$ cat config.mk
export PLATFORM = sky130hd
export DESIGN_NAME = entry_fifo
export DESIGN_NICKNAME = d
export VERILOG_FILES = /design/src/design/huff_pkg.sv /design/src/design/entry_fifo.sv
export SDC_FILE = /design/constraint.sdc
export NUM_CORES = 1
export LEC_CHECK = 0
export BUFFER_PORTS_ARGS = -buffer_cell sky130_fd_sc_hd__buf_4
export CAP_MARGIN = 20
export CORE_ASPECT_RATIO = 0.6
export CORE_UTILIZATION = 35
export CTS_CLUSTER_DIAMETER = 40
export DETAILED_ROUTE_END_ITERATION = 16
export HOLD_SLACK_MARGIN = 0.03
export SETUP_SLACK_MARGIN = 0.15
export SLEW_MARGIN = 20
export SYNTH_ARGS = -nofsm -noshare
export SYNTH_HDL_FRONTEND = slang
export SYNTH_SLANG_ARGS = --single-unit
$ cat constraint.sdc
create_clock -name clk -period 4.6 [get_ports clk]
set_input_delay 0.23 -clock clk [delete_from_list [all_inputs] [get_ports clk]]
set_output_delay 0.23 -clock clk [all_outputs]
set_load 0.03 [all_outputs]
$ cat src/design/huff_pkg.sv
`default_nettype none

package huff_pkg;

    localparam int NUM_SYMBOLS_DEF = 128;
    localparam int COUNT_W_DEF     = 32;
    localparam int FIFO_DEPTH_DEF  = 4;

    // Marks an empty best slot, cut down to the count width where used
    localparam logic [63:0] EMPTY_COUNT = '1;

    // Top index bit is the node flag
    function automatic int index_w(input int num_symbols);
        return $clog2(2 * num_symbols);
    endfunction

    typedef enum logic [1:0] {
        SCAN_IDLE,
        SCAN_RUN,
        SCAN_WAIT_CREDIT
    } scan_state_t;

    typedef enum logic [1:0] {
        FIND_IDLE,
        FIND_COLLECT,
        FIND_REPORT
    } find_state_t;

endpackage

`default_nettype wire

$ cat src/design/entry_fifo.sv
`timescale 1ns/100ps
`default_nettype none

module entry_fifo #(
    parameter int FIFO_DEPTH  = huff_pkg::FIFO_DEPTH_DEF,
    parameter int NUM_SYMBOLS = huff_pkg::NUM_SYMBOLS_DEF,
    parameter int COUNT_W     = huff_pkg::COUNT_W_DEF
) (
    input  logic                                      clk,
    input  logic                                      rst,
    input  logic                                      ent_valid,
    input  logic [huff_pkg::index_w(NUM_SYMBOLS)-1:0] ent_index,
    input  logic [COUNT_W-1:0]                        ent_count,
    input  logic                                      ent_last,
    input  logic                                      buf_pop,
    output logic                                      buf_valid,
    output logic [huff_pkg::index_w(NUM_SYMBOLS)-1:0] buf_index,
    output logic [COUNT_W-1:0]                        buf_count,
    output logic                                      buf_last,
    output logic                                      credit_return
);
    import huff_pkg::*;

    localparam int IDX_W = index_w(NUM_SYMBOLS);
    localparam int PTR_W = (FIFO_DEPTH > 1) ? $clog2(FIFO_DEPTH) : 1;
    localparam int OCC_W = $clog2(FIFO_DEPTH + 1);

    logic [IDX_W-1:0]   idx_mem  [FIFO_DEPTH];
    logic [COUNT_W-1:0] cnt_mem  [FIFO_DEPTH];
    logic               last_mem [FIFO_DEPTH];
    logic [PTR_W-1:0]   wr_ptr;
    logic [PTR_W-1:0]   rd_ptr;
    logic [OCC_W-1:0]   occupancy;
    logic               pop;

    // Wraps for any depth, not only powers of two
    function automatic logic [PTR_W-1:0] next_ptr(input logic [PTR_W-1:0] ptr);
        return (ptr == PTR_W'(FIFO_DEPTH - 1)) ? '0 : ptr + 1'b1;
    endfunction

    assign buf_valid     = (occupancy != '0);
    assign pop           = buf_pop && buf_valid;
    assign credit_return = pop;  // Slot freed this cycle
    assign buf_index     = idx_mem[rd_ptr];
    assign buf_count     = cnt_mem[rd_ptr];
    assign buf_last      = last_mem[rd_ptr];

    // No full check, the scanner never sends without a credit
    always_ff @(posedge clk) begin
        if (ent_valid) begin
            idx_mem[wr_ptr]  <= ent_index;
            cnt_mem[wr_ptr]  <= ent_count;
            last_mem[wr_ptr] <= ent_last;
        end
    end

    always_ff @(posedge clk or posedge rst) begin
        if (rst) begin
            wr_ptr    <= '0;
            rd_ptr    <= '0;
            occupancy <= '0;
        end else begin
            if (ent_valid) begin
                wr_ptr <= next_ptr(wr_ptr);
            end
            if (pop) begin
                rd_ptr <= next_ptr(rd_ptr);
            end
            occupancy <= occupancy + OCC_W'(ent_valid) - OCC_W'(pop);
        end
    end

endmodule

`default_nettype wire

# After elaboration in Yosys (flattened, before gate mapping)
# Memories as Yosys holds them, arrays and structs flattened.
# Index checks and enable logic that the tools add are counted.
[totals]
regBits = 7
mem_bits_rw = 164
inputBits = 45
out_inout_bits = 43
n_memories = 3
[mem_list]
columns = ["memory", "words", "word_bits", "read_ports", "rd_clocked_by_memory_dff", "wr", "line", "rtl"]
rows = [
  ["cnt_mem", 4, 32, 1, 0, 1, "entry_fifo.sv:29", "logic [COUNT_W-1:0] cnt_mem [FIFO_DEPTH];"],
  ["idx_mem", 4, 8, 1, 0, 1, "entry_fifo.sv:28", "logic [IDX_W-1:0] idx_mem [FIFO_DEPTH];"],
  ["last_mem", 4, 1, 1, 0, 1, "entry_fifo.sv:30", "logic last_mem [FIFO_DEPTH];"],
]
[op_classes]
add_sub_neg = 4
n_eq_ne = 2
mux = 4
n_reduce_logical = 2
[ops]
columns = ["cell", "n"]
rows = [
  ["adder 2 x 1 -> 2 bit (second input constant)", 2],
  ["equality test 2 bit (second input constant)", 2],
  ["two-way mux 2 bit", 2],
  ["adder 3 x 1 -> 3 bit", 1],
  ["nonzero test 3 bit", 1],
  ["subtractor 3 x 1 -> 3 bit", 1],
  ["two-way mux 1 bit", 2],
  ["logical AND 1 bit", 1],
]

# Logic depth before layout (Yosys ltp)
[depth]
depth_word = 3
depth_mapped = 9

# Worst setup path before layout
# OpenSTA, ideal clock, no wires.
[synth_timing]
path_type = "flip-flop to flip-flop"
startpoint = "reg occupancy[1]"
endpoint = "reg occupancy[2]"
setup_time_ps = 123
arrival_time_ps = 2194
required_ps = 4477
path_slack_ps = 2283
stages_incl_launch_ff = 10
n_path_buf = 0
cell_sequence = "dfrtp_1 o31ai_1 inv_1 ha_1 inv_1 ha_1 inv_1 fa_1 xnor2_1 xnor2_1"
[synth_between]
elab_chain_cells = 3
elab_cells_between_ends = 4
cone_classes = "add/sub: 2; reduce/logical: 2"
[synth_lines]
columns = ["item", "line", "rtl"]
rows = [
  ["start, declared", "entry_fifo.sv:33", "logic [OCC_W-1:0] occupancy;"],
  ["start signal, assigned", "entry_fifo.sv:69", "occupancy <= occupancy + OCC_W'(ent_valid) - OCC_W'(pop);"],
  ["nonzero test 3 bit", "entry_fifo.sv:41", "assign buf_valid = (occupancy != '0);"],
  ["logical AND 1 bit", "entry_fifo.sv:42", "assign pop = buf_pop && buf_valid;"],
  ["net credit_return", "entry_fifo.sv:20", "output logic credit_return"],
  ["subtractor 3 x 1 -> 3 bit", "entry_fifo.sv:69", ""],
]
# The timed path passes the listed nets, and every way through them passes these cells.
# A chain may end at the register's enable or synchronous reset.

# Worst setup path after layout
[layout_timing]
startpoint = "reg rd_ptr[0]"
endpoint = "out buf_index[0] (netlist name)"
[layout_between]
elab_chain_cells = 1
[layout_lines]
columns = ["item", "line", "rtl"]
rows = [
  ["start, declared", "entry_fifo.sv:32", "logic [PTR_W-1:0] rd_ptr;"],
  ["start signal, assigned", "entry_fifo.sv:67", "rd_ptr <= next_ptr(rd_ptr);"],
  ["memory read (4 x 8 bit)", "--", ""],
  ["end, declared", "entry_fifo.sv:17", "output logic [huff_pkg::index_w(NUM_SYMBOLS)-1:0] buf_index,"],
]
# Every way passes these cells.

==> insert_results.sql <==
INSERT INTO impl_metrics (metric_group, metric, value, unit) VALUES
('synth', 'yosysTopAreaCellShare', '77.0', '%'),
('synth', 'mappedNetlistNets', '306', ''),
('floorplanning', 'row_count', '37', ''),
('synth', 'synth_largest_area_cell', 'edfxtp_1', ''),
('cts', 'tritoncts.num_buffers', '17', ''),
('synth', 'postSynthRegisterBits', '171', ''),
('sta', 'setup_viol_count_final', '0', ''),
('worst_setup_path', 'crit_path_launch_type', 'register', ''),
('place', 'placement.io_buffers', '87', ''),
('sta', 'max_freq', '349', 'MHz'),
('routing', 'final_antenna_net_count', '0', ''),
('cts', 'postCtsSetupBuffers', '0', ''),
('synth', 'yosysWarningCount', '0', ''),
('sta', 'slew-limit-headroom', '37.0', '%'),
('sta', 'final_max_slew_viols', '0', ''),
('floorplanning', 'floorplan.initialDensity', '36.5', '%'),
('synth', 'postSynth.asyncResetShare', '4.09', '%'),
('place', 'placedInstanceArea', '7270', 'sq um'),
('floorplanning', 'fp.dieH', '107', 'um'),
('cts', 'htreeDepth', '4', ''),
('power', 'p_per_area', '645', 'nW/um^2'),
('power', 'power_leakage', '2.90', 'nW'),
('cts', 'clockBufferDepth', '2', ''),
('global_routing', 'grt_antenna_before_repair', '0', ''),
('synth', 'number_of_unique_standard_cell_types_used_by_synthesis', '20', ''),
('sta', 'final_period_minus_worst_setup_slack', '2860', 'ps'),
('layout', 'finalInstanceArea', '8270', 'sq um'),
('synth', 'biggest_area_contributors_in_the_synthesized_netlist', 'edfxtp_1, mux4_2, dfrtp_1, ha_1, buf_12', ''),
('layout', 'antenna_cells_inserted', '0', ''),
('routing', 'post-route-drc-count', '0', ''),
('layout', 'layout.nets', '449', ''),
('status', 'outcome', 'finished, final reports clean', ''),
('place', 'pre_cts_slack', '2050', 'ps'),
('layout', 'syn2layout_area_growth', '29.4', '%'),
('place', 'finalWeightedCongestion', '0.689', ''),
('synth', 'syn-mean-instance-area', '25.3', 'sq um'),
('cts', 'clkLatencyLatePin', '420', 'ps'),
('routing', 'routed_via_density', '4.64', ''),
('cts', 'post_cts_hold_buffer_count', '42', ''),
('routing', 'iteration_count_of_the_initial_detailed_routing_pass', '4', ''),
('sta', 'postLayoutSetupSlackWorst', '1740', 'ps'),
('cts', 'clk_transition_reported_paths', '60', 'ps'),
('sta', 'rsz_0062_raised_after_global_routing', 'no', ''),
('synth', 'synth.yosys.seq_area_share', '79.8', '%'),
('cts', 'cts_root_buf', 'clkbuf_16', ''),
('worst_setup_path', 'path_class', 'reg -> out', ''),
('place', 'dp_hpwl', '6830', 'um'),
('flow_run', 'drv.max_cap_violation_count', '0', ''),
('worst_setup_path', 'worst-endpoint-required', '4370', 'ps'),
('synth', 'syn_inst', '253', ''),
('global_routing', 'track_usage', '13.5', '%'),
('routing', 'wl', '11900', 'um'),
('routing', 'routed-via-count', '2984', ''),
('min_path', 'min-delay-path-class', 'in -> reg', ''),
('synth', 'post_synth_most_frequent_cells', 'edfxtp_1, mux4_2, inv_1', ''),
('cts', 'tritoncts_num_sinks', '171', ''),
('floorplanning', 'coreArea', '17500', 'sq um'),
('sta', 'totalNegativeSetupSlack', '0', 'ps'),
('routing', 'routed_wire_length_per_instance', '18.6', 'um'),
('global_routing', 'grt_start_max_net_pins', '44', ''),
('sta', 'fin_worst_skew', '14.4', 'ps'),
('sta', 'report.final.hold_viol_count', '0', ''),
('sta', 'ratio_of_final_minimum_period_to_clock_period', '62.2', '%'),
('synth', 'yosys_most_used_dff', 'edfxtp_1', ''),
('synth', 'synth.most_common_cell', 'edfxtp_1', ''),
('cts', 'tritoncts', 'built', ''),
('worst_setup_path', 'path_max_fanout', '27', ''),
('power', 'p_total', '5.33', 'mW'),
('synth', 'synth_edf_count', '164', ''),
('cts', 'postCtsResizedCells', '0', ''),
('floorplanning', 'die-width', '176', 'um'),
('floorplanning', 'boundaryPins', '88', ''),
('synth', 'synth.cell_area', '6390', 'sq um'),
('power', 'power.ir.vdd_worst', '0.295', 'mV'),
('global_routing', 'grt_pass1_vias', '3315', ''),
('global_routing', 'grt_first_pass_wirelength', '18200', 'um'),
('sta', 'tightest_slew', '945', 'ps'),
('routing', 'initial_drc_count', '172', ''),
('layout', 'drive_above_1_share', '41.6', '%'),
('worst_setup_path', 'crit_path_end_kind', 'primary output', ''),
('floorplanning', 'die_area', '18800', 'sq um'),
('global_routing', 'globalRoute.totalOverflow', '0', ''),
('worst_setup_path', 'critical_path_arrival', '2630', 'ps');
[layout make-up]
cell class	count	area (sq um)
repair buffers	134	1110
flip-flops and latches	171	5100
well taps	234	293
multi-input cells	64	1150
clock inverters	14	149
inverters	8	30.0
fillers	1484	9230
clock buffers	18	429
[layout by cell type (no fill, tap or decap), types with 3 or more instances in the layout]
master,instances
inv_1,8
dlygate4sd3_1,42
mux4_1,3
mux4_2,38
clkbuf_16,17
buf_4,92
ha_1,7
and2_2,4
edfxtp_1,164
inv_8,4
dfrtp_1,5
inv_6,6
[metal layers]
metal	part of all wire (%)	global-route usage, %	wire (um)	vias to the layer above
li1	-	-	-	1348
met1	44	17.1	5230	1538
met2	48	21.9	5720	94
met3	7.9	5.53	946	4
met4	0.38	2.96	45	0
met5	0	0	0	-
[metrics by stage]
step / util (%) / instances / hold slack (ps)
final: 47.3 / 643 / 72.7
after global placement: 41.5 / 569 / 192
after detailed placement: 41.5 / 569 / 196
after floorplan: - / 253 / 33.4
after global routing: 47.3 / 643 / 55.4
after CTS: 47.2 / 643 / 61.4
[flip-flops by register name, summed over array words and instances (netlist names)]
register   flops
cnt_mem      128
idx_mem       32
last_mem       4
occupancy      3
rd_ptr         2
wr_ptr         2
[critical path, stage by stage, from the launching register on]
cell	delay [ps]
dfrtp_2	990
buf_4	470
mux4_2	570
buf_4	190
[final timing paths]
| check | startpoint | endpoint | slack [ps] | depth (start not counted) |
|---|---|---|---|---|
| worst max-delay path | rd_ptr[0] | buf_index[0] | 1740 | 3 |
| worst min-delay path | ent_valid | wr_ptr[0] | 70 | 2 |
| worst max register to register | occupancy[1] | occupancy[2] | 2230 | 9 |
| worst min register to register | occupancy[2] | occupancy[2] | 520 | 1 |
| max in group asynchronous | rst | rd_ptr[1] | 4030 | 3 |
| min in group asynchronous | rst | rd_ptr[1] | 310 | 3 |
[where the power goes]
part | internal, mW | leakage, nW | switching, mW
Sequential | 2.00 | 1.59 | 0.221
Clock | 0.771 | 0.284 | 0.622
Combinational | 0.769 | 1.03 | 0.946
Total | 3.54 | 2.90 | 1.79
[cells by family (layout without fill, tap and decap cells)]
kind of cell | Yosys count | after routing | share of synthesized area, %
AO/OA/AOI/OAI | 3 | 3 | 0.274
buffers and inverters | 18 | 174 | 2.27
flip-flops | 171 | 171 | 79.8
AND/OR/NAND/NOR | 8 | 8 | 0.744
adder cells (fa/ha/maj) | 8 | 8 | 1.68
multiplexers | 43 | 43 | 15.0
XOR/XNOR | 2 | 2 | 0.274
(Power assumes the default switching activity.)
