**src/design/huff_pkg.sv**
```systemverilog
`default_nettype none

package huff_pkg;

    localparam int NUM_SYMBOLS_DEF = 128;
    localparam int COUNT_W_DEF     = 32;
    localparam int FIFO_DEPTH_DEF  = 4;

    // Marks an empty best slot, cut down to the count width where used
    localparam logic [63:0] EMPTY_COUNT = '1;

    // Top index bit is the node flag
    function automatic int index_w(input int num_symbols);
        return $clog2(2 * num_symbols);
    endfunction

    typedef enum logic [1:0] {
        SCAN_IDLE,
        SCAN_RUN,
        SCAN_WAIT_CREDIT
    } scan_state_t;

    typedef enum logic [1:0] {
        FIND_IDLE,
        FIND_COLLECT,
        FIND_REPORT
    } find_state_t;

endpackage

`default_nettype wire

```
**src/design/least_pair_finder.sv**
```systemverilog
`timescale 1ns/100ps
`default_nettype none

module least_pair_finder #(
    parameter int NUM_SYMBOLS = huff_pkg::NUM_SYMBOLS_DEF,
    parameter int COUNT_W     = huff_pkg::COUNT_W_DEF
) (
    input  logic                                      clk,
    input  logic                                      rst,
    input  logic                                      hold,
    input  logic                                      buf_valid,
    input  logic [huff_pkg::index_w(NUM_SYMBOLS)-1:0] buf_index,
    input  logic [COUNT_W-1:0]                        buf_count,
    input  logic                                      buf_last,
    input  logic                                      result_ack,
    input  logic                                      scan_active,
    output logic                                      buf_pop,
    output logic                                      busy,
    output logic                                      result_valid,
    output logic                                      pair_found,
    output logic [huff_pkg::index_w(NUM_SYMBOLS)-1:0] least1,
    output logic [huff_pkg::index_w(NUM_SYMBOLS)-1:0] least2,
    output logic [COUNT_W-1:0]                        pair_sum
);
    import huff_pkg::*;

    localparam int IDX_W = index_w(NUM_SYMBOLS);
    localparam logic [COUNT_W-1:0] SENTINEL = EMPTY_COUNT[COUNT_W-1:0];

    find_state_t        find_state;
    logic [COUNT_W-1:0] best1_val;
    logic [COUNT_W-1:0] best2_val;
    logic [IDX_W-1:0]   best1_idx;
    logic [IDX_W-1:0]   best2_idx;
    logic [COUNT_W-1:0] nxt1_val;
    logic [COUNT_W-1:0] nxt2_val;
    logic [IDX_W-1:0]   nxt1_idx;
    logic [IDX_W-1:0]   nxt2_idx;
    logic               found;
    logic               last_pop;

    assign buf_pop  = (find_state == FIND_COLLECT) && buf_valid && !hold;
    assign busy     = scan_active || (find_state != FIND_IDLE);
    assign last_pop = buf_pop && buf_last;

    // Strict compares, so on a tie the earlier index stays ahead
    always_comb begin
        nxt1_val = best1_val;
        nxt1_idx = best1_idx;
        nxt2_val = best2_val;
        nxt2_idx = best2_idx;
        if (buf_count != '0) begin
            if (buf_count < best1_val) begin
                nxt2_val = best1_val;
                nxt2_idx = best1_idx;
                nxt1_val = buf_count;
                nxt1_idx = buf_index;
            end else if (buf_count < best2_val) begin
                nxt2_val = buf_count;
                nxt2_idx = buf_index;
            end
        end
    end

    assign found = (nxt2_val != SENTINEL);  // Second slot filled means two nonzero seen

    always_ff @(posedge clk) begin
        if (find_state == FIND_IDLE) begin
            best1_val <= SENTINEL;  // Fresh start for the next scan
            best2_val <= SENTINEL;
            best1_idx <= '0;
            best2_idx <= '0;
        end else if (buf_pop) begin
            best1_val <= nxt1_val;
            best2_val <= nxt2_val;
            best1_idx <= nxt1_idx;
            best2_idx <= nxt2_idx;
        end
    end

    // Result captured once, with the last entry folded in
    always_ff @(posedge clk) begin
        if (last_pop) begin
            pair_found <= found;
            least1     <= found ? nxt1_idx : '0;
            least2     <= found ? nxt2_idx : '0;
            pair_sum   <= found ? nxt1_val + nxt2_val : '0;
        end
    end

    always_ff @(posedge clk or posedge rst) begin
        if (rst) begin
            find_state   <= FIND_IDLE;
            result_valid <= 1'b0;
        end else begin
            case (find_state)
                FIND_IDLE: begin
                    if (scan_active) begin
                        find_state <= FIND_COLLECT;
                    end
                end
                FIND_COLLECT: begin
                    if (last_pop) begin
                        find_state   <= FIND_REPORT;
                        result_valid <= 1'b1;
                    end
                end
                FIND_REPORT: begin
                    if (result_ack) begin
                        find_state   <= FIND_IDLE;
                        result_valid <= 1'b0;
                    end
                end
                default: find_state <= FIND_IDLE;
            endcase
        end
    end

endmodule

`default_nettype wire

```
**config.mk**
```make
export PLATFORM = sky130hd
export DESIGN_NAME = least_pair_finder
export DESIGN_NICKNAME = d
export VERILOG_FILES = /design/src/design/huff_pkg.sv /design/src/design/least_pair_finder.sv
export SDC_FILE = /design/constraint.sdc
export NUM_CORES = 1
export LEC_CHECK = 0
export ABC_AREA = 1
export BUFFER_PORTS_ARGS = -buffer_cell sky130_fd_sc_hd__clkbuf_2
export CAP_MARGIN = 20
export CELL_PAD_IN_SITES_DETAIL_PLACEMENT = 1
export CELL_PAD_IN_SITES_GLOBAL_PLACEMENT = 1
export CORE_ASPECT_RATIO = 0.6
export CORE_MARGIN = 1
export CORE_UTILIZATION = 45
export DETAILED_ROUTE_END_ITERATION = 8
export GPL_TIMING_DRIVEN = 1
export MAX_ROUTING_LAYER = met4
export PLACE_DENSITY = 0.86
export SYNTH_ARGS = -nofsm -noshare
export SYNTH_HDL_FRONTEND = slang
export SYNTH_SLANG_ARGS = --single-unit
```
**constraint.sdc**
```tcl
create_clock -name clk -period 10 [get_ports clk]
set_clock_uncertainty 0.1 [all_clocks]
set_input_delay 0.5 -clock clk [delete_from_list [all_inputs] [get_ports clk]]
set_output_delay 0.5 -clock clk [all_outputs]
set_load 0.02 [all_outputs]
```
# Word-level counts from Yosys, hierarchy flattened
# Cells that the tools add are included.
dict set report op_classes {
  muxes 17
  n_lt_le_gt_ge 2
  n_eq_ne 6
  n_reduce_logical 11
  addsub 1
}
# op count
set ops {}
lappend ops {{32-bit two-way mux} 5}
lappend ops {{32-bit < comparator} 2}
lappend ops {{8-bit two-way mux} 5}
lappend ops {{32-bit adder} 1}
lappend ops {{32-bit != test, second input constant} 1}
lappend ops {{32-bit nonzero test} 1}
lappend ops {{2-bit two-way mux} 3}
lappend ops {{2-bit != test, second input constant} 3}
lappend ops {{2-bit one-hot mux with 3 select lines} 1}
lappend ops {{3-bit AND reduction} 2}
lappend ops {{2-bit nonzero test} 2}
lappend ops {{1-bit logical AND} 3}
lappend ops {{2-bit by 1-bit equality test with 1-bit output, second input constant} 1}
lappend ops {{2-bit equality test, second input constant} 1}
lappend ops {{2-bit logical NOT} 1}
lappend ops {{1-bit two-way mux} 2}
lappend ops {{1-bit one-hot mux with 2 select lines} 1}
lappend ops {{1-bit logical NOT} 1}
lappend ops {{1-bit logical OR} 1}
dict set report totals {
  wordCells 47
  inputBits 47
  ff_bits 132
  out_inout_bits 52
}

# Longest topological paths before layout
# Gate-level depths: netlist (run 1).
dict set report depth {
  word_depth 6
  mapped_depth 30
  ltp_nobuf 29
}

# Least setup slack after synthesis (run 1)
# OpenSTA, ideal clock, no wires.
dict set report synth_path {
  path_kind {input -> register}
  start {in buf_count[19]}
  end {reg pair_sum[30] (data pin)}
  setup_slack_ns 6.089
  required_time_ns 9.645
  cell_stages 22
  setup_ns 0.255
  path_buffers 2
  arrival_time_ns 3.557
  path_cell_list {ha_1 -> a21o_1 -> o21bai_1 -> nand3_1 -> a21oi_4 -> nand3_1 -> buf_4 -> clkbuf_1 -> o21ai_0 -> ha_1 -> inv_1 -> fa_1 -> nor2_1 -> o21ai_0 -> nand2_1 -> nand2_1 -> nand2_2 -> nand2_1 -> nand2_1 -> nand3_1 -> a21oi_1 -> nor2_1}
}
# element line
set synth_lines {}
lappend synth_lines {{from (decl)} least_pair_finder.sv:13} ;# input logic [COUNT_W-1:0] buf_count,
lappend synth_lines {{32-bit < comparator} least_pair_finder.sv:53} ;# if (buf_count < best1_val) begin
lappend synth_lines {{32-bit two-way mux} least_pair_finder.sv:53}
lappend synth_lines {{32-bit two-way mux (*)} least_pair_finder.sv:52} ;# if (buf_count != '0) begin
lappend synth_lines {{via nxt1_val[0]} least_pair_finder.sv:35} ;# logic [COUNT_W-1:0] nxt1_val;
lappend synth_lines {{32-bit adder (*)} least_pair_finder.sv:87} ;# pair_sum <= found ? nxt1_val + nxt2_val : '0;
lappend synth_lines {{to (signal assigned)} least_pair_finder.sv:87}
lappend synth_lines {{to (decl)} least_pair_finder.sv:23} ;# output logic [COUNT_W-1:0] pair_sum
# Mark *: on every way through the listed nets, which the timed path passes. The rest lies on a longest branch.
# A chain may end at the register's enable or synchronous reset.

# Final worst setup path (run 1)
dict set report layout_path {
  start {reg best1_val[17]}
  end {reg pair_sum[26] (data pin)}
}
dict set report layout_via {
  elab_chain_len 4
}
# element line
set layout_lines {}
lappend layout_lines {{from (decl)} least_pair_finder.sv:31} ;# logic [COUNT_W-1:0] best1_val;
lappend layout_lines {{from (signal assigned)} least_pair_finder.sv:74} ;# best1_val <= nxt1_val;
lappend layout_lines {{32-bit < comparator (*)} least_pair_finder.sv:53}
lappend layout_lines {{32-bit two-way mux (*)} least_pair_finder.sv:53}
lappend layout_lines {{32-bit two-way mux (*)} least_pair_finder.sv:52}
lappend layout_lines {{via nxt2_val[0]} least_pair_finder.sv:36} ;# logic [COUNT_W-1:0] nxt2_val;
lappend layout_lines {{32-bit adder / 32-bit != test (equally long branches)} {least_pair_finder.sv:87, least_pair_finder.sv:65}}
# Marked as above.

==> reports/qor.yml, run 1 <==
timing:
  max_freq_mhz: 180.5
  worstMarginPinSlew_ps: 917.1
  slew_headroom_pct: 38.86
  setup_slack_ps: 4461
  setup_viol: 0
  slew_violations: 0
  rsz0062_at_grt: "false"
  whs_ps: 190.3
  period_needed_ps: 5539
  hold_viol: 0
  setup_tns_ps: 0
  fin_crit_sh_pct: 55.39
routing:
  vias_per_cell: 5.813
  drt_pass1_iterations: 6
  routedWlPerCell_um: 20.14
  drtIter0Drc: 753
  drc: 0
  route.met2.wl_mm: 15.98
  highest_layer: "met4"
  wl_met3_mm: 2.003
  wl_mm: 36.76
  wl_met1_mm: 17.81
  ant_nets: 0
  vias: 10609
place:
  gp_congestion: 0.9286
  place_ws_ps: 4355
  hpwlAfterDp_mm: 26.65
  port_buffers: 98
critical_path:
  crit_top_cell: "nand2_1"
  cp_cell_sequence: "inv_1 -> ha_1 -> a21oi_1 -> nor2_1 -> o21bai_1 -> nand3_1 -> a21oi_4 -> nand2_4 -> inv_2 -> nand2_1 -> a31oi_2 -> ha_1 -> inv_1 -> fa_1 -> nor2_1 -> o21ai_0 -> nand2_1 -> nand2_1 -> nand2_2 -> nand2_1 -> nand2_1 -> nand2_1 -> a21oi_1 -> nor2_1"
  cp_slowest_cell: "inv_2"
  r2r_cells: 24
  crit_path_end_kind: "flip-flop"
  worstPathMaxFanout: 53
  crit_required_ps: 10100
  cpPeakStageDelay_ps: 800
  worstSetupPathType: "flip-flop to flip-flop"
  critPathArrivalTime_ps: 5640
  crit_path_start_kind: "flip-flop"
grt:
  grt_pass1_vias: 10552
  grt_pass1_wl_mm: 58.17
  grt_overflow_total: 0
  grt_start_max_net_pins: 75
  antenna_found_initial: 1
  grt_usage_pct: 33.30
hold_path:
  hp-class: "input port to flip-flop"
  hold_depth: 2
floorplan:
  placementRows: 42
  core_um2: 22070
  die-area_um2: 23210
  die_height_um: 118.4
  die_x_um: 196.0
  io_pins: 99
  start_util_pct: 46.04
clock_network:
  insertion_delay_ps: 450
  cts_resized: 0
  cts_tree: "done"
  cts.sinks: 132
  root_buffer: "clkbuf_16"
  htree_levels: 4
  cts_made_buffers: 17
  clk_pin_slew_ps: 60
  ctsLongestPathBuffers: 2
yosys:
  yosys.area_share.simple_pct: 24.03
  syn_area_um2: 10160
  syn_nets: 1596
  synth_seq_area_share_pct: 30.98
  synth_top_family_by_area: "simple AND/OR/NAND/NOR gates"
  ys_seq_elements: 132
  synth_compound_area_share_pct: 22.63
  muxShareOfSynthArea_pct: 0
  synth.avg_cell_area_um2: 6.975
  synth_edf_count: 49
  synthFlopType: "dfxtp_1"
  synth_cell_type_count: 49
  synth-adder-area-share_pct: 11.40
  syn_inst: 1457
  async_flop_share_pct: 2.273
  synth_xor_area_share_pct: 0.2586
  yosysWarnings: 0
flow_run:
  drv_cap: 0
finish:
  syn_to_final_growth_pct: 12.44
  final_cell_mix: "354 x nand2_1, 199 x inv_1, 153 x nor2_1, 105 x o21ai_0, 100 x a21oi_1"
  drive_gt1_share_pct: 11.96
  final_nets: 1664
  final_common_cell: "nand2_1"
  fillers: 2917
outcome:
  outcome: "completed"
critical path: cells and delay by family, from the launching register on:
family / cells / cell delay [ps]
flip-flops: 1 / 360
buffers and inverters: 3 / 940
adder cells (fa/ha/maj): 3 / 930
AO/OA/AOI/OAI: 6 / 1160
AND/OR/NAND/NOR: 12 / 1780
synth_stat cells, drive strengths merged, types with 2 or more instances:
| master | count | area (um^2) |
|---|---|---|
| inv | 206 | 773.2 |
| dfrtp | 3 | 75.07 |
| or2 | 3 | 18.77 |
| nor3 | 14 | 70.07 |
| clkinv | 2 | 7.510 |
| a21o | 3 | 22.52 |
| o21bai | 2 | 15.01 |
| nand2 | 360 | 1371 |
| a31oi | 20 | 231.5 |
| nor4 | 10 | 81.33 |
| nor2 | 154 | 580.6 |
| buf | 27 | 186.4 |
| a22oi | 5 | 62.56 |
| o21ai | 119 | 603.1 |
| dfxtp | 80 | 1602 |
| o22ai | 7 | 43.79 |
| a211oi | 9 | 67.56 |
| clkbuf | 32 | 120.1 |
| nand3b | 2 | 15.01 |
| ha | 91 | 1139 |
| nand4 | 12 | 75.07 |
| o211ai | 87 | 653.1 |
| xor2 | 2 | 17.52 |
| nand3 | 45 | 230.2 |
| a21oi | 101 | 516.8 |
| o21a | 4 | 30.03 |
| edfxtp | 49 | 1471 |
flip-flops by register name, summed over array words and instances, names as in the netlist:
signal	count
find_state	2
result_valid	1
pair_sum	32
best1_idx	8
pair_found	1
best1_val	32
best2_idx	8
best2_val	32
least1	8
least2	8
metal layers:
metal,vias to the layer above,GRT usage [%]
met5,-,-
met4,0,10.50
met3,69,5.965
met2,308,49.56
met1,5184,45.78
li1,5048,-
final timing paths:
check                                    from             to  slack, ps
worst max-delay path            best1_val[17]   pair_sum[26]       4460
worst min-delay path               result_ack  find_state[1]        190
worst max register to register  best1_val[17]   pair_sum[26]       4460
worst min register to register   best1_val[3]   best1_val[3]        380
max in group asynchronous                 rst   result_valid       9300
min in group asynchronous                 rst  find_state[1]        360
layout make-up:
type | count | area, um^2 | area share [%]
Timing Repair Buffer | 108 | 600.6 | 5.256
Tap cell | 286 | 357.8 | 3.132
Sequential cell | 132 | 3148 | 27.55
Multi-Input combinational cell | 1058 | 5936 | 51.95
Clock inverter | 13 | 147.6 | 1.292
Clock buffer | 19 | 452.9 | 3.964
Antenna cell | 1 | 2.502 | 0.02190
Inverter | 208 | 780.7 | 6.833
stage by stage:
step,util (%),cell area (um^2),std cells
after floorplan,-,10160,1457
after global placement,48.78,10770,1789
after detailed placement,48.78,10770,1789
after CTS,51.54,11380,1822
after global routing,51.77,11430,1825
final,51.77,11430,1825
what timing repair did:
action / CTS / global route
hold buffers: 1 / 0
endpoints found under the hold margin: 3 / 0
buffers inserted: 0 / 0
cell families after synthesis:
kind of cell	after synthesis
compound gates	363
xor+xnor	3
fa+ha+maj	92
buf+inv	267
flops	132
simple gates	600
Power of run 1 is left out: the tool's default activity adds up to more than one toggle a clock period on the data nets, which glitch-free logic cannot reach.
==> run 2: changes to the inputs <==
- CORE_UTILIZATION: 45 -> 40
- PLACE_DENSITY: 0.86 -> 0.81
- clock period: 10 -> 4.7 ns (I/O delays scaled with it)
==> run 2 against run 1 <==
Net effect: cell count is 6.6% higher; sequential share of layout area is 1.8 points lower; via count up 3.6%; register-to-register slack worse by 4300 ps; die area grew 12%; first-iteration DRC count increased by 12%; flip-flop and latch count stayed put; global-route usage down 1.2 points; design area up 7.1%; critical path depth decreased by 3; setup slack got worse by 4300 ps; critical path type unchanged.
==> reports/qor.yml, run 2 (synthesis results as in run 1) <==
critical_path:
  cp_slowest_cell: "o21ai_0"
  r2r_cells: 21  # -13%
  worstPathMaxFanout: 46  # -13%
  worstSetupPathType: "flip-flop to flip-flop"
  crit_path_end_kind: "flip-flop"
  crit_required_ps: 4810  # -5290 ps
  worstReg2RegEnd: "pair_sum[25]"
  critPathArrivalTime_ps: 4640  # -1000 ps
  cpPeakStageDelay_ps: 500  # -300 ps
  reg2reg_slack_ps: 170  # -4290 ps
  cp_cell_sequence: "inv_1 -> ha_1 -> a21oi_2 -> nor2_1 -> o21bai_1 -> nand3_1 -> a21oi_4 -> buf_12 -> nand3_2 -> buf_12 -> o21ai_0 -> ha_1 -> buf_4 -> nand2_1 -> o21ai_0 -> a21oi_1 -> o21bai_1 -> a21oi_1 -> nand3_1 -> nand2_1 -> nor2_1"
  r2r_start: "best1_val[17]"
  crit_path_start_kind: "flip-flop"
place:
  port_buffers: 98  # unchanged
  gp_congestion: 0.9769  # +5.2%
  place_inst: 1897  # +6.0%
  hpwlAfterDp_mm: 29.64  # +11%
finish:
  fillers: 3181  # +9.1%
  final_cell_mix: "351 x nand2_1, 199 x inv_1, 150 x nor2_1, 99 x o21ai_0, 98 x clkbuf_2"
  final_nets: 1749  # +5.1%
  final_common_cell: "nand2_1"
  regArea_um2: 3148  # unchanged
  multi_input_area_um2: 6032  # +1.6%
  stdcell_count: 1945  # +6.6%
  largestRegisters: "best1_val: 32 flops, best2_val: 32 flops, pair_sum: 32 flops"
  final_core_util_pct: 49.82  # -2.0 points
  n_antenna_cell: 0  # -1
  syn_to_final_growth_pct: 20.36
  drive_gt1_share_pct: 17.25  # +5.3 points
floorplan:
  die_height_um: 125.5  # +6.0%
  die-area_um2: 26070  # +12%
  start_util_pct: 41.39  # -4.7 points
  core_um2: 24550  # +11%
  io_pins: 99  # unchanged
  placementRows: 44  # +4.8%
  die_x_um: 207.8  # +6.0%
timing:
  slew_violations: 0  # unchanged
  fin_crit_sh_pct: 96.37  # +41 points
  hold_viol: 0  # unchanged
  slew_headroom_pct: 40.59  # +1.7 points
  max_freq_mhz: 220.8  # +22%
  worstMarginPinSlew_ps: 891.1  # -25.99 ps
  period_needed_ps: 4529  # -1010 ps
  setup_viol: 0  # unchanged
grt:
  antenna_found_initial: 0  # -1
  grt_start_max_net_pins: 82  # +9.3%
  grt_usage_pct: 32.07  # -1.2 points
  grt_pass1_wl_mm: 62.92  # +8.2%
  grt_pass1_vias: 11165  # +5.8%
  grt_overflow_total: 0  # unchanged
routing:
  ant_nets: 0  # unchanged
  drtIter0Drc: 845  # +12%
  drc: 0  # unchanged
  drt_pass1_iterations: 5  # -1
  wl_mm: 39.93  # +8.6%
  routedWlPerCell_um: 20.53  # +1.9%
  vias: 10990  # +3.6%
  vias_per_cell: 5.650  # -2.8%
clock_network:
  cts_made_buffers: 17  # unchanged
  htree_levels: 4  # unchanged
  insertion_delay_ps: 450  # about the same
  root_buffer: "clkbuf_16"
  cts_tree: "done"
  cts.sinks: 132  # unchanged
  clk_pin_slew_ps: 60  # about the same
  ctsLongestPathBuffers: 2  # unchanged
outcome:
  outcome: "completed"
hold_path:
  hp-class: "input port to flip-flop"
  hold_end: "result_valid"
  hold_depth: 3  # +1
  min-delay-start: "buf_last"
flow_run:
  drv_cap: 0  # unchanged
## run 2: cell types whose count changed in the layout (fill, tap and decap cells not counted), sizes merged
cell / previous run / this run
buf: 9 / 90
clkinvlp: 3 / 7
dlygate4sd3: 1 / 4
inv: 210 / 207
clkinv: 6 / 5
diode: 1 / 0
nand2: 360 / 361
## run 2: layer usage
layer | part of all wire, % | GRT usage (%) | up-vias
li1 | - | - | 5203
met1 | 49 | 43.44 | 5379
met2 | 44 | 49.23 | 349
met3 | 5.6 | 6.054 | 59
met4 | 1.7 | 7.625 | 0
met5 | 0 | - | -
## run 2: worst max path at each step
stage	startpoint	endpoint	slack (ps)	cells after the start
4_1_cts	best1_val[31]	pair_sum[26]	-1	20
5_1_grt	best2_val[31]	pair_sum[26]	-20	24
3_3_place_gp	best1_val[17]	pair_sum[24]	120	25
3_5_place_dp	best1_val[17]	pair_sum[30]	-30	25
2_1_floorplan	best1_val[17]	pair_sum[30]	930	24
6_report	best1_val[17]	pair_sum[25]	170	21
## run 2: metrics by stage
| stage | TNS (ps) | hold slack, ps | worst slack (ps) | area [um^2] |
|---|---|---|---|---|
| final | 0 | 59.57 | 170.6 | 12230 |
| after floorplan | 0 | -111.4 | 930.4 | 10160 |
| after CTS | -1.489 | 5.728 | -1.489 | 12070 |
| after global placement | 0 | -7.222 | 117.7 | 11390 |
| after detailed placement | -32.88 | 10.99 | -32.88 | 11390 |
| after global routing | -19.86 | 69.00 | -19.86 | 12230 |
## run 2: timing repair
action	4_1_cts	5_1_grt
endpoints found under the setup margin	6	24
setup buffers	4	5
hold buffers	4	0
pin swaps	2	1
endpoints found under the hold margin	6	0
gates resized for setup	4	24
gates cloned	1	0
## run 2: cell type report
cell class | count | share of cell area (%)
multi-input cells | 1059 | 49.31
clock buffers | 19 | 3.703
inverters | 208 | 6.414
clock inverters | 13 | 1.074
repair buffers | 192 | 10.46
well taps | 322 | 3.294
flip-flops and latches | 132 | 25.74
## run 2: critical path: cells and delay by family, from the launching register on
kind | cells | cell delay [ps]
AOI/OAI and AO/OA | 8 | 1820
DFF | 1 | 360
and+or+nand+nor | 7 | 690
buffers and inverters | 4 | 600
adders and majority gates | 2 | 670
Power of run 2 is left out for the same reason.
